<file path="src/hw/isa_pkg.sv">
package isa_pkg;

    localparam int XLEN       = 32;
    localparam int REG_ADDR_W = 5;
    localparam int ALUOP_W    = 8;
    localparam int ALUSEL_W   = 3;
    localparam int EXCP_W     = 9;
    localparam int FE_EXCP_W  = 4;

    localparam logic [1:0] PLV_USER = 2'd3;

    // Register fields, immediates of 2RI12, CSR and I26 start at imm_lsb
    localparam int rd_lsb  = 0;
    localparam int rj_lsb  = 5;
    localparam int rk_lsb  = 10;
    localparam int imm_lsb = 10;

    // Link register written by bl
    localparam logic [REG_ADDR_W-1:0] reg_ra = 5'd1;

    // 3R major opcodes, instr[31:15]
    localparam logic [16:0] opc_add_w   = 17'h00020;
    localparam logic [16:0] opc_sub_w   = 17'h00022;
    localparam logic [16:0] opc_slt     = 17'h00024;
    localparam logic [16:0] opc_sltu    = 17'h00025;
    localparam logic [16:0] opc_and     = 17'h00029;
    localparam logic [16:0] opc_or      = 17'h0002a;
    localparam logic [16:0] opc_xor     = 17'h0002b;
    localparam logic [16:0] opc_break   = 17'h00054;
    localparam logic [16:0] opc_syscall = 17'h00056;

    // 2RI12 opcodes, instr[31:22]
    localparam logic [9:0] opc_slti   = 10'h008;
    localparam logic [9:0] opc_addi_w = 10'h00a;
    localparam logic [9:0] opc_andi   = 10'h00d;
    localparam logic [9:0] opc_ori    = 10'h00e;
    localparam logic [9:0] opc_ld_w   = 10'h0a2;
    localparam logic [9:0] opc_st_w   = 10'h0a6;

    // 1RI20 in instr[31:25], I26 in instr[31:26]
    localparam logic [6:0] opc_lu12i_w   = 7'h0a;
    localparam logic [6:0] opc_pcaddu12i = 7'h0e;
    localparam logic [5:0] opc_b         = 6'h14;
    localparam logic [5:0] opc_bl        = 6'h15;

    // CSR access in instr[31:24]; ertn and idle are whole words
    localparam logic [7:0]  opc_csr  = 8'h04;
    localparam logic [31:0] opc_ertn = 32'h0648_3800;
    localparam logic [31:0] opc_idle = 32'h0648_8000;

    // ALU operations, zero means no operation
    localparam logic [ALUOP_W-1:0] exe_add_op       = 8'd1;
    localparam logic [ALUOP_W-1:0] exe_sub_op       = 8'd2;
    localparam logic [ALUOP_W-1:0] exe_slt_op       = 8'd3;
    localparam logic [ALUOP_W-1:0] exe_sltu_op      = 8'd4;
    localparam logic [ALUOP_W-1:0] exe_and_op       = 8'd5;
    localparam logic [ALUOP_W-1:0] exe_or_op        = 8'd6;
    localparam logic [ALUOP_W-1:0] exe_xor_op       = 8'd7;
    localparam logic [ALUOP_W-1:0] exe_break_op     = 8'd8;
    localparam logic [ALUOP_W-1:0] exe_syscall_op   = 8'd9;
    localparam logic [ALUOP_W-1:0] exe_addi_op      = 8'd10;
    localparam logic [ALUOP_W-1:0] exe_slti_op      = 8'd11;
    localparam logic [ALUOP_W-1:0] exe_andi_op      = 8'd12;
    localparam logic [ALUOP_W-1:0] exe_ori_op       = 8'd13;
    localparam logic [ALUOP_W-1:0] exe_ld_w_op      = 8'd14;
    localparam logic [ALUOP_W-1:0] exe_st_w_op      = 8'd15;
    localparam logic [ALUOP_W-1:0] exe_lu12i_op     = 8'd16;
    localparam logic [ALUOP_W-1:0] exe_pcaddu12i_op = 8'd17;
    localparam logic [ALUOP_W-1:0] exe_b_op         = 8'd18;
    localparam logic [ALUOP_W-1:0] exe_bl_op        = 8'd19;
    localparam logic [ALUOP_W-1:0] exe_csrrd_op     = 8'd20;
    localparam logic [ALUOP_W-1:0] exe_csrwr_op     = 8'd21;
    localparam logic [ALUOP_W-1:0] exe_csrxchg_op   = 8'd22;
    localparam logic [ALUOP_W-1:0] exe_ertn_op      = 8'd23;
    localparam logic [ALUOP_W-1:0] exe_idle_op      = 8'd24;

    // Result unit selectors
    localparam logic [ALUSEL_W-1:0] sel_nop    = 3'd0;
    localparam logic [ALUSEL_W-1:0] sel_arith  = 3'd1;
    localparam logic [ALUSEL_W-1:0] sel_logic  = 3'd2;
    localparam logic [ALUSEL_W-1:0] sel_mem    = 3'd3;
    localparam logic [ALUSEL_W-1:0] sel_branch = 3'd4;
    localparam logic [ALUSEL_W-1:0] sel_csr    = 3'd5;

    // Exception vector bit positions
    localparam int excp_int_bit     = 0;
    localparam int excp_fe_lsb      = 1;
    localparam int excp_syscall_bit = 5;
    localparam int excp_break_bit   = 6;
    localparam int excp_ine_bit     = 7;
    localparam int excp_ipe_bit     = 8;

endpackage

</file>
<file path="src/hw/core_pkg.sv">
package core_pkg;

    import isa_pkg::*;

    localparam int ftq_id_w = 3;

    // Valid sits on top so a zeroed record is an empty slot
    typedef struct packed {
        logic                  valid;
        logic [XLEN-1:0]       pc;
        logic [XLEN-1:0]       instr;
        logic                  is_last_in_block;
        logic [ftq_id_w-1:0]   ftq_id;
        logic [FE_EXCP_W-1:0]  fe_excp;
    } instr_buffer_info_t;

    // Index 0 is rj, index 1 is rk or rd
    typedef struct packed {
        logic                             hit;
        logic [ALUOP_W-1:0]               aluop;
        logic [ALUSEL_W-1:0]              alusel;
        logic [1:0]                       reg_read_valid;
        logic [1:0][REG_ADDR_W-1:0]       reg_read_addr;
        logic                             reg_write_valid;
        logic [REG_ADDR_W-1:0]            reg_write_addr;
        logic                             use_imm;
        logic [XLEN-1:0]                  imm;
    } decode_result_t;

    typedef struct packed {
        logic                 ipe;
        logic                 ine;
        logic                 brk;
        logic                 syscall;
        logic [FE_EXCP_W-1:0] fe;
        logic                 intr;
    } excp_vec_t;

    typedef struct packed {
        instr_buffer_info_t           instr_info;
        logic [ALUOP_W-1:0]           aluop;
        logic [ALUSEL_W-1:0]          alusel;
        logic [1:0]                   reg_read_valid;
        logic [1:0][REG_ADDR_W-1:0]   reg_read_addr;
        logic                         reg_write_valid;
        logic [REG_ADDR_W-1:0]        reg_write_addr;
        logic                         use_imm;
        logic [XLEN-1:0]              imm;
        logic                         excp;
        excp_vec_t                    excp_num;
    } id_dispatch_t;

endpackage

</file>
<file path="src/hw/decoder_2ri12.sv">
module decoder_2ri12
    import isa_pkg::*;
    import core_pkg::*;
(
    input  logic [XLEN-1:0] instr_i,
    output decode_result_t  result_o
);

    logic [9:0]          opcode;
    logic [11:0]         si12;
    logic [ALUOP_W-1:0]  aluop;
    logic [ALUSEL_W-1:0] alusel;
    logic                zero_ext;
    logic                is_store;

    assign opcode = instr_i[31:22];
    assign si12   = instr_i[imm_lsb +: 12];

    always_comb begin
        case (opcode)
            opc_slti:   {aluop, alusel} = {exe_slti_op, sel_arith};
            opc_addi_w: {aluop, alusel} = {exe_addi_op, sel_arith};
            opc_andi:   {aluop, alusel} = {exe_andi_op, sel_logic};
            opc_ori:    {aluop, alusel} = {exe_ori_op, sel_logic};
            opc_ld_w:   {aluop, alusel} = {exe_ld_w_op, sel_mem};
            opc_st_w:   {aluop, alusel} = {exe_st_w_op, sel_mem};
            default:    {aluop, alusel} = '0;
        endcase
    end

    // Logic immediates are unsigned
    assign zero_ext = (aluop == exe_andi_op) || (aluop == exe_ori_op);
    assign is_store = aluop == exe_st_w_op;

    always_comb begin
        result_o = '0;
        if (aluop != '0) begin
            result_o.hit              = 1'b1;
            result_o.aluop            = aluop;
            result_o.alusel           = alusel;
            result_o.use_imm          = 1'b1;
            result_o.imm              = zero_ext ? {{(XLEN-12){1'b0}}, si12}
                                                 : {{(XLEN-12){si12[11]}}, si12};
            result_o.reg_read_valid   = {is_store, 1'b1};
            result_o.reg_read_addr[0] = instr_i[rj_lsb +: REG_ADDR_W];
            // Store data comes from rd
            if (is_store) begin
                result_o.reg_read_addr[1] = instr_i[rd_lsb +: REG_ADDR_W];
            end else begin
                result_o.reg_write_valid = 1'b1;
                result_o.reg_write_addr  = instr_i[rd_lsb +: REG_ADDR_W];
            end
        end
    end

endmodule

</file>
<file path="src/hw/decoder_3r.sv">
module decoder_3r
    import isa_pkg::*;
    import core_pkg::*;
(
    input  logic [XLEN-1:0] instr_i,
    output decode_result_t  result_o
);

    logic [16:0]         opcode;
    logic [ALUOP_W-1:0]  aluop;
    logic [ALUSEL_W-1:0] alusel;
    logic                hit;
    logic                sys_op;

    assign opcode = instr_i[31:15];

    always_comb begin
        case (opcode)
            opc_add_w:   {aluop, alusel} = {exe_add_op, sel_arith};
            opc_sub_w:   {aluop, alusel} = {exe_sub_op, sel_arith};
            opc_slt:     {aluop, alusel} = {exe_slt_op, sel_arith};
            opc_sltu:    {aluop, alusel} = {exe_sltu_op, sel_arith};
            opc_and:     {aluop, alusel} = {exe_and_op, sel_logic};
            opc_or:      {aluop, alusel} = {exe_or_op, sel_logic};
            opc_xor:     {aluop, alusel} = {exe_xor_op, sel_logic};
            opc_break:   {aluop, alusel} = {exe_break_op, sel_nop};
            opc_syscall: {aluop, alusel} = {exe_syscall_op, sel_nop};
            default:     {aluop, alusel} = '0;
        endcase
    end

    assign hit    = aluop != '0;
    assign sys_op = (aluop == exe_break_op) || (aluop == exe_syscall_op);

    always_comb begin
        result_o        = '0;
        result_o.hit    = hit;
        result_o.aluop  = aluop;
        result_o.alusel = alusel;
        if (sys_op) begin
            // 15-bit code field, no registers touched
            result_o.imm = {{(XLEN-15){1'b0}}, instr_i[14:0]};
        end else if (hit) begin
            result_o.reg_read_valid   = 2'b11;
            result_o.reg_read_addr[0] = instr_i[rj_lsb +: REG_ADDR_W];
            result_o.reg_read_addr[1] = instr_i[rk_lsb +: REG_ADDR_W];
            result_o.reg_write_valid  = 1'b1;
            result_o.reg_write_addr   = instr_i[rd_lsb +: REG_ADDR_W];
        end
    end

endmodule

</file>
<file path="src/hw/decoder_csr.sv">
module decoder_csr
    import isa_pkg::*;
    import core_pkg::*;
(
    input  logic [XLEN-1:0] instr_i,
    output decode_result_t  result_o
);

    logic [REG_ADDR_W-1:0] rj;
    logic [REG_ADDR_W-1:0] rd;
    logic                  is_csr;

    assign rj     = instr_i[rj_lsb +: REG_ADDR_W];
    assign rd     = instr_i[rd_lsb +: REG_ADDR_W];
    assign is_csr = instr_i[31:24] == opc_csr;

    always_comb begin
        result_o = '0;
        if (is_csr) begin
            result_o.hit             = 1'b1;
            result_o.alusel          = sel_csr;
            result_o.use_imm         = 1'b1;
            result_o.imm             = {{(XLEN-14){1'b0}}, instr_i[imm_lsb +: 14]};
            result_o.reg_write_valid = 1'b1;
            result_o.reg_write_addr  = rd;
            // rj picks the access kind
            case (rj)
                5'd0: result_o.aluop = exe_csrrd_op;
                5'd1: begin
                    result_o.aluop            = exe_csrwr_op;
                    result_o.reg_read_valid   = 2'b10;
                    result_o.reg_read_addr[1] = rd;
                end
                default: begin
                    result_o.aluop          = exe_csrxchg_op;
                    result_o.reg_read_valid = 2'b11;
                    result_o.reg_read_addr  = {rd, rj};
                end
            endcase
        end else if (instr_i == opc_ertn || instr_i == opc_idle) begin
            result_o.hit    = 1'b1;
            result_o.aluop  = (instr_i == opc_ertn) ? exe_ertn_op : exe_idle_op;
            result_o.alusel = sel_csr;
        end
    end

endmodule

</file>
<file path="src/hw/decoder_long_imm.sv">
module decoder_long_imm
    import isa_pkg::*;
    import core_pkg::*;
(
    input  logic [XLEN-1:0] instr_i,
    output decode_result_t  result_o
);

    logic [6:0]  op_1ri20;
    logic [5:0]  op_i26;
    logic [25:0] offs26;

    assign op_1ri20 = instr_i[31:25];
    assign op_i26   = instr_i[31:26];
    // High ten bits of the offset sit in the low field
    assign offs26   = {instr_i[9:0], instr_i[imm_lsb +: 16]};

    always_comb begin
        result_o = '0;
        if (op_1ri20 == opc_lu12i_w || op_1ri20 == opc_pcaddu12i) begin
            result_o.hit             = 1'b1;
            result_o.aluop           = (op_1ri20 == opc_lu12i_w) ? exe_lu12i_op
                                                                 : exe_pcaddu12i_op;
            result_o.alusel          = sel_arith;
            result_o.use_imm         = 1'b1;
            result_o.imm             = {instr_i[24:5], 12'b0};
            result_o.reg_write_valid = 1'b1;
            result_o.reg_write_addr  = instr_i[rd_lsb +: REG_ADDR_W];
        end else if (op_i26 == opc_b || op_i26 == opc_bl) begin
            result_o.hit     = 1'b1;
            result_o.aluop   = (op_i26 == opc_bl) ? exe_bl_op : exe_b_op;
            result_o.alusel  = sel_branch;
            result_o.use_imm = 1'b1;
            result_o.imm     = {{(XLEN-28){offs26[25]}}, offs26, 2'b00};
            // bl links into ra
            result_o.reg_write_valid = op_i26 == opc_bl;
            result_o.reg_write_addr  = (op_i26 == opc_bl) ? reg_ra : '0;
        end
    end

endmodule

</file>
<file path="src/hw/id.sv">
module id
    import isa_pkg::*;
    import core_pkg::*;
(
    input  instr_buffer_info_t ib_i,
    input  logic               has_int_i,
    input  logic [1:0]         csr_plv_i,
    output id_dispatch_t       dispatch_o
);

    decode_result_t     res_3r;
    decode_result_t     res_2ri12;
    decode_result_t     res_long_imm;
    decode_result_t     res_csr;
    decode_result_t     merged;
    decode_result_t     dec;
    instr_buffer_info_t info;
    logic               kernel_op;
    logic [EXCP_W-1:0]  excp_bits;

    decoder_3r u_decoder_3r (
        .instr_i  (ib_i.instr),
        .result_o (res_3r)
    );

    decoder_2ri12 u_decoder_2ri12 (
        .instr_i  (ib_i.instr),
        .result_o (res_2ri12)
    );

    decoder_long_imm u_decoder_long_imm (
        .instr_i  (ib_i.instr),
        .result_o (res_long_imm)
    );

    decoder_csr u_decoder_csr (
        .instr_i  (ib_i.instr),
        .result_o (res_csr)
    );

    // Non-matching decoders drive zeros, so OR merges them
    assign merged = res_3r | res_2ri12 | res_long_imm | res_csr;
    assign dec    = (ib_i.valid && merged.hit) ? merged : '0;
    assign info   = ib_i.valid ? ib_i : '0;

    assign kernel_op = dec.aluop inside {exe_csrrd_op, exe_csrwr_op, exe_csrxchg_op,
                                         exe_ertn_op, exe_idle_op};

    always_comb begin
        excp_bits                               = '0;
        excp_bits[excp_ipe_bit]                 = kernel_op && (csr_plv_i == PLV_USER);
        excp_bits[excp_ine_bit]                 = ib_i.valid && !merged.hit;
        excp_bits[excp_break_bit]               = dec.aluop == exe_break_op;
        excp_bits[excp_syscall_bit]             = dec.aluop == exe_syscall_op;
        excp_bits[excp_fe_lsb +: FE_EXCP_W]     = info.fe_excp;
        // No interrupt is taken on an empty slot
        excp_bits[excp_int_bit]                 = ib_i.valid && has_int_i;
    end

    always_comb begin
        dispatch_o.instr_info      = info;
        dispatch_o.aluop           = dec.aluop;
        dispatch_o.alusel          = dec.alusel;
        dispatch_o.reg_read_valid  = dec.reg_read_valid;
        dispatch_o.reg_read_addr   = dec.reg_read_addr;
        dispatch_o.reg_write_valid = dec.reg_write_valid;
        dispatch_o.reg_write_addr  = dec.reg_write_addr;
        dispatch_o.use_imm         = dec.use_imm;
        dispatch_o.imm             = dec.imm;
        dispatch_o.excp            = ib_i.valid && (|excp_bits);
        dispatch_o.excp_num        = excp_bits;
    end

endmodule

</file>
<file path="src/hw/id_stage.sv">
module id_stage
    import core_pkg::*;
(
    input  logic               clk,
    input  logic               reset_i,
    input  instr_buffer_info_t ib_i,
    input  logic               stall_i,
    input  logic               flush_i,
    input  logic               has_int_i,
    input  logic [1:0]         csr_plv_i,
    output id_dispatch_t       dispatch_o
);

    instr_buffer_info_t slot;
    id_dispatch_t       dec;

    // Instruction buffer slot
    stage_reg #(.payload_t(instr_buffer_info_t)) u_slot_reg (
        .clk     (clk),
        .reset_i (reset_i),
        .stall_i (stall_i),
        .flush_i (flush_i),
        .d_i     (ib_i),
        .q_o     (slot)
    );

    id u_id (
        .ib_i       (slot),
        .has_int_i  (has_int_i),
        .csr_plv_i  (csr_plv_i),
        .dispatch_o (dec)
    );

    stage_reg #(.payload_t(id_dispatch_t)) u_dispatch_reg (
        .clk     (clk),
        .reset_i (reset_i),
        .stall_i (stall_i),
        .flush_i (flush_i),
        .d_i     (dec),
        .q_o     (dispatch_o)
    );

endmodule

</file>
<file path="src/hw/stage_reg.sv">
module stage_reg #(
    parameter type payload_t = logic
) (
    input  logic     clk,
    input  logic     reset_i,
    input  logic     stall_i,
    input  logic     flush_i,
    input  payload_t d_i,
    output payload_t q_o
);

    // Flush wins over stall and empties the whole record
    always_ff @(posedge clk) begin
        if (reset_i || flush_i) begin
            q_o <= '0;
        end else if (!stall_i) begin
            q_o <= d_i;
        end
    end

endmodule

</file>
<file path="config.mk">
export PLATFORM = sky130hd
export DESIGN_NAME = id_stage
export DESIGN_NICKNAME = d
export VERILOG_FILES = /design/src/hw/isa_pkg.sv /design/src/hw/core_pkg.sv /design/src/hw/decoder_2ri12.sv /design/src/hw/decoder_3r.sv /design/src/hw/decoder_csr.sv /design/src/hw/decoder_long_imm.sv /design/src/hw/id.sv /design/src/hw/id_stage.sv /design/src/hw/stage_reg.sv
export SDC_FILE = /design/constraint.sdc
export NUM_CORES = 1
export LEC_CHECK = 0
export BUFFER_PORTS_ARGS = -buffer_cell sky130_fd_sc_hd__buf_2
export CORE_ASPECT_RATIO = 1.5
export CORE_MARGIN = 2
export CORE_UTILIZATION = 61
export CTS_CLUSTER_DIAMETER = 40
export DETAILED_ROUTE_END_ITERATION = 10
export PLACE_DENSITY = 0.92
export SYNTH_ARGS = -nofsm -noshare
export SYNTH_HDL_FRONTEND = slang
export SYNTH_HIERARCHICAL = 1
export SYNTH_SLANG_ARGS = --single-unit
</file>
<file path="constraint.sdc">
create_clock -name clk -period 5.6 [get_ports clk]
set_input_delay 0.56 -clock clk [delete_from_list [all_inputs] [get_ports clk]]
set_output_delay 0.56 -clock clk [all_outputs]
set_load 0.03 [all_outputs]
</file>
==> metrics.txt <==
CTS tree done; final instance area 0.0132 sq mm; Setup CP Type flip-flop to flip-flop; Hold Fails Final Rpt 0; Peak VDD IR 0.339 mV; CP Cell Sequence inv_1, nand2_1, a31oi_1, o41ai_4, buf_4, nor2_1, mux2i_1, nor2_1; post-synth top area cell dfxtp_1; Clk pwr share 44.0%; CP max stage cell dfxtp_1; Final Wtd Congestion 0.941; wire length of the first global-routing pass 49400 um; number of synthesized flops with an enable pin 0; period utilisation layout 66.2%; Arrival @ worst endpoint 4.07 ns; share of cells above drive strength 1 20.0%; Setup WS pre-CTS 2.02 ns; Seq/Total Area, Yosys 35.9%; Internal Dissipation 0.00252 W; pwr/cell area 254 mW/mm^2; Max Freq 270 MHz; Slew Limit Fails 0; Nets 1583; most frequent cells in the layout 294 x nor2_1, 223 x buf_2, 218 x mux2i_1, 217 x dfxtp_1, 103 x and2_1; Initial Util 61.9%; Worst slew margin 18.4%; Hold Path Class primary input to flip-flop; IO Count 225; synth top area cells dfxtp_1 36%, mux2i_1 18%, nor2_1 9.1%; drt via density 5.67; Comb pwr share 8.0%; CP most frequent cell nor2_1; clk_skew 0.0192 ns; number of synthesized register bits 218; Die Span Y 177 um; setup TNS 0 ns; Async S/R FF share, synth 0%; first drt pass iteration count 5; max_cap viols 0; Resize count post-CTS 0; Placed Area 0.0124 sq mm; initial antenna violation count 3; Clock Path Buffers 3; min cycle time layout 3.71 ns; cell leakage power 5.95 nW; Synth top area share 35.9%; worst skew pair latency 0.51 ns; number of global-route vias before repair 9826; Crit path largest cell delay 0.76 ns; CP endpoint kind flip-flop; Worst Path Max Fanout 56; sequential share of power 48.0%; Layout Cells excl Fill 1781; WHS 0.281 ns; ys flop type dfxtp_1; mapped cell area 0.0121 sq mm; GRT Total Usage 28.8%; CTS Hold Bufs 0; Syn Area/Cell 8.77 sq um; largest net degree at the start of global routing 97; Sw Ratio 24.8%; port bufs 224; initial DRC count 702; RSZ-0062 raised after global routing no; Unique masters post-synth 64; clk sinks 218; die area 0.0211 sq mm; total CTS buffers 23; post-detail-place hpwl 21200 um; H-Tree Level Count 1; clk slew on worst S/H paths 0.06 ns; area delta synth->final 8.37%; Least-Margin Pin Slew 1.22 ns; Synth warnings 6; Post-Synthesis Cells 1385; routed wire length 31700 um; commonest non-fill, non-tap cell in the layout nor2_1; Psw 0.000830 W; core outline area 0.0196 sq mm; Remaining DRCs 0; CTS root buf clkbuf_16; num rows 63; DRT antenna net count 0; postcts setup bufs 0; startpoint types flip-flop; overall die width 119 um; WP data required 5.96 ns; Wirelength per Cell 17.8 um; vias 10100; gr ovfl total 0; post-route setup slack 1.89 ns; # setup viols final 0; status finished, final reports clean; placed insts 1738
[per-stage QoR]
step,util [%],total power [W]
6_report,67.1,0.00335
3_5_place_dp,63.3,0.00190
2_1_floorplan,-,0.00188
5_1_grt,67.1,0.00345
3_3_place_gp,63.3,0.00189
4_1_cts,67.0,0.00336
[worst max-delay path: cells and delay by family (launching register included)]
family | cells | cell delay [ns]
AOI/OAI and AO/OA | 2 | 0.96
and+or+nand+nor | 3 | 0.81
muxes | 1 | 0.17
buffers and inverters | 2 | 0.80
DFF | 1 | 0.76
[routing by layer]
metal  wire, um  vias to the layer above  track usage [%]
met5          0                        -                0
met4       1680                        0             16.6
met3       2600                      120             6.54
met2      16000                      485             51.3
met1      11400                     4678             31.1
li1           -                     4808                -
[cells by family after synthesis]
logic type / after synthesis / share of synthesized area, %
XOR/XNOR: 1 / 0.0721
multiplexers: 218 / 18.0
buffers and inverters: 225 / 13.1
other: 4 / 0.124
AO/OA/AOI/OAI: 72 / 4.18
AND/OR/NAND/NOR: 647 / 28.6
flip-flops: 218 / 35.9
[cells in the mapped netlist, types with 3 or more instances]
master,count
nor4b_1,3
buf_2,23
nand2b_1,5
buf_4,113
nor3_1,36
and3_1,14
nor3b_1,3
nand3_1,7
and2_1,103
conb_1,4
dfxtp_1,218
clkbuf_1,33
a31oi_1,24
nor4_1,63
a21oi_1,26
buf_8,7
nor3b_2,3
inv_1,18
or4_4,4
mux2i_1,218
nor2b_1,5
clkbuf_2,3
nand4_1,3
nand3b_1,17
nor4_4,3
nand4bb_1,20
o211a_1,3
nand2_1,38
or3b_1,3
nor2_1,294
buf_6,28
[path summary, 6_finish.rpt]
kind              slack [ns]                from                endpoint  depth (start not counted)
hold reg to reg         0.49  u_slot_reg/q_o[53]      u_slot_reg/q_o[53]                          2
hold / removal          0.28            ib_i[39]      u_slot_reg/q_o[39]                          3
setup / recovery        1.89  u_slot_reg/q_o[30]  u_dispatch_reg/q_o[21]                          8
setup reg to reg        1.89  u_slot_reg/q_o[30]  u_dispatch_reg/q_o[21]                          8
[power by group through the flow]
stage / Clock (W) / Sequential [W] / Combinational [W]
floorplan: 0 / 0.00162 / 0.000259
global placement: 0 / 0.00164 / 0.000256
detailed placement: 0 / 0.00164 / 0.000262
CTS: 0.00149 / 0.00160 / 0.000263
global route: 0.00156 / 0.00161 / 0.000288
finish: 0.00147 / 0.00161 / 0.000267
[state kept, by name (all words and copies together) (netlist names)]
register / count
u_slot_reg/q_o: 73
u_dispatch_reg/q_o: 145
[cell type report]
class | instances | area [sq um]
repair buffers | 234 | 1220
well taps | 260 | 325
diodes | 3 | 7.51
clock buffers | 30 | 622
clock inverters | 10 | 110
multi-input cells | 1008 | 6450
inverters | 18 | 67.6
flip-flops and latches | 218 | 4370
fillers | 1508 | 6460
Power figures use the tool's default switching activity.
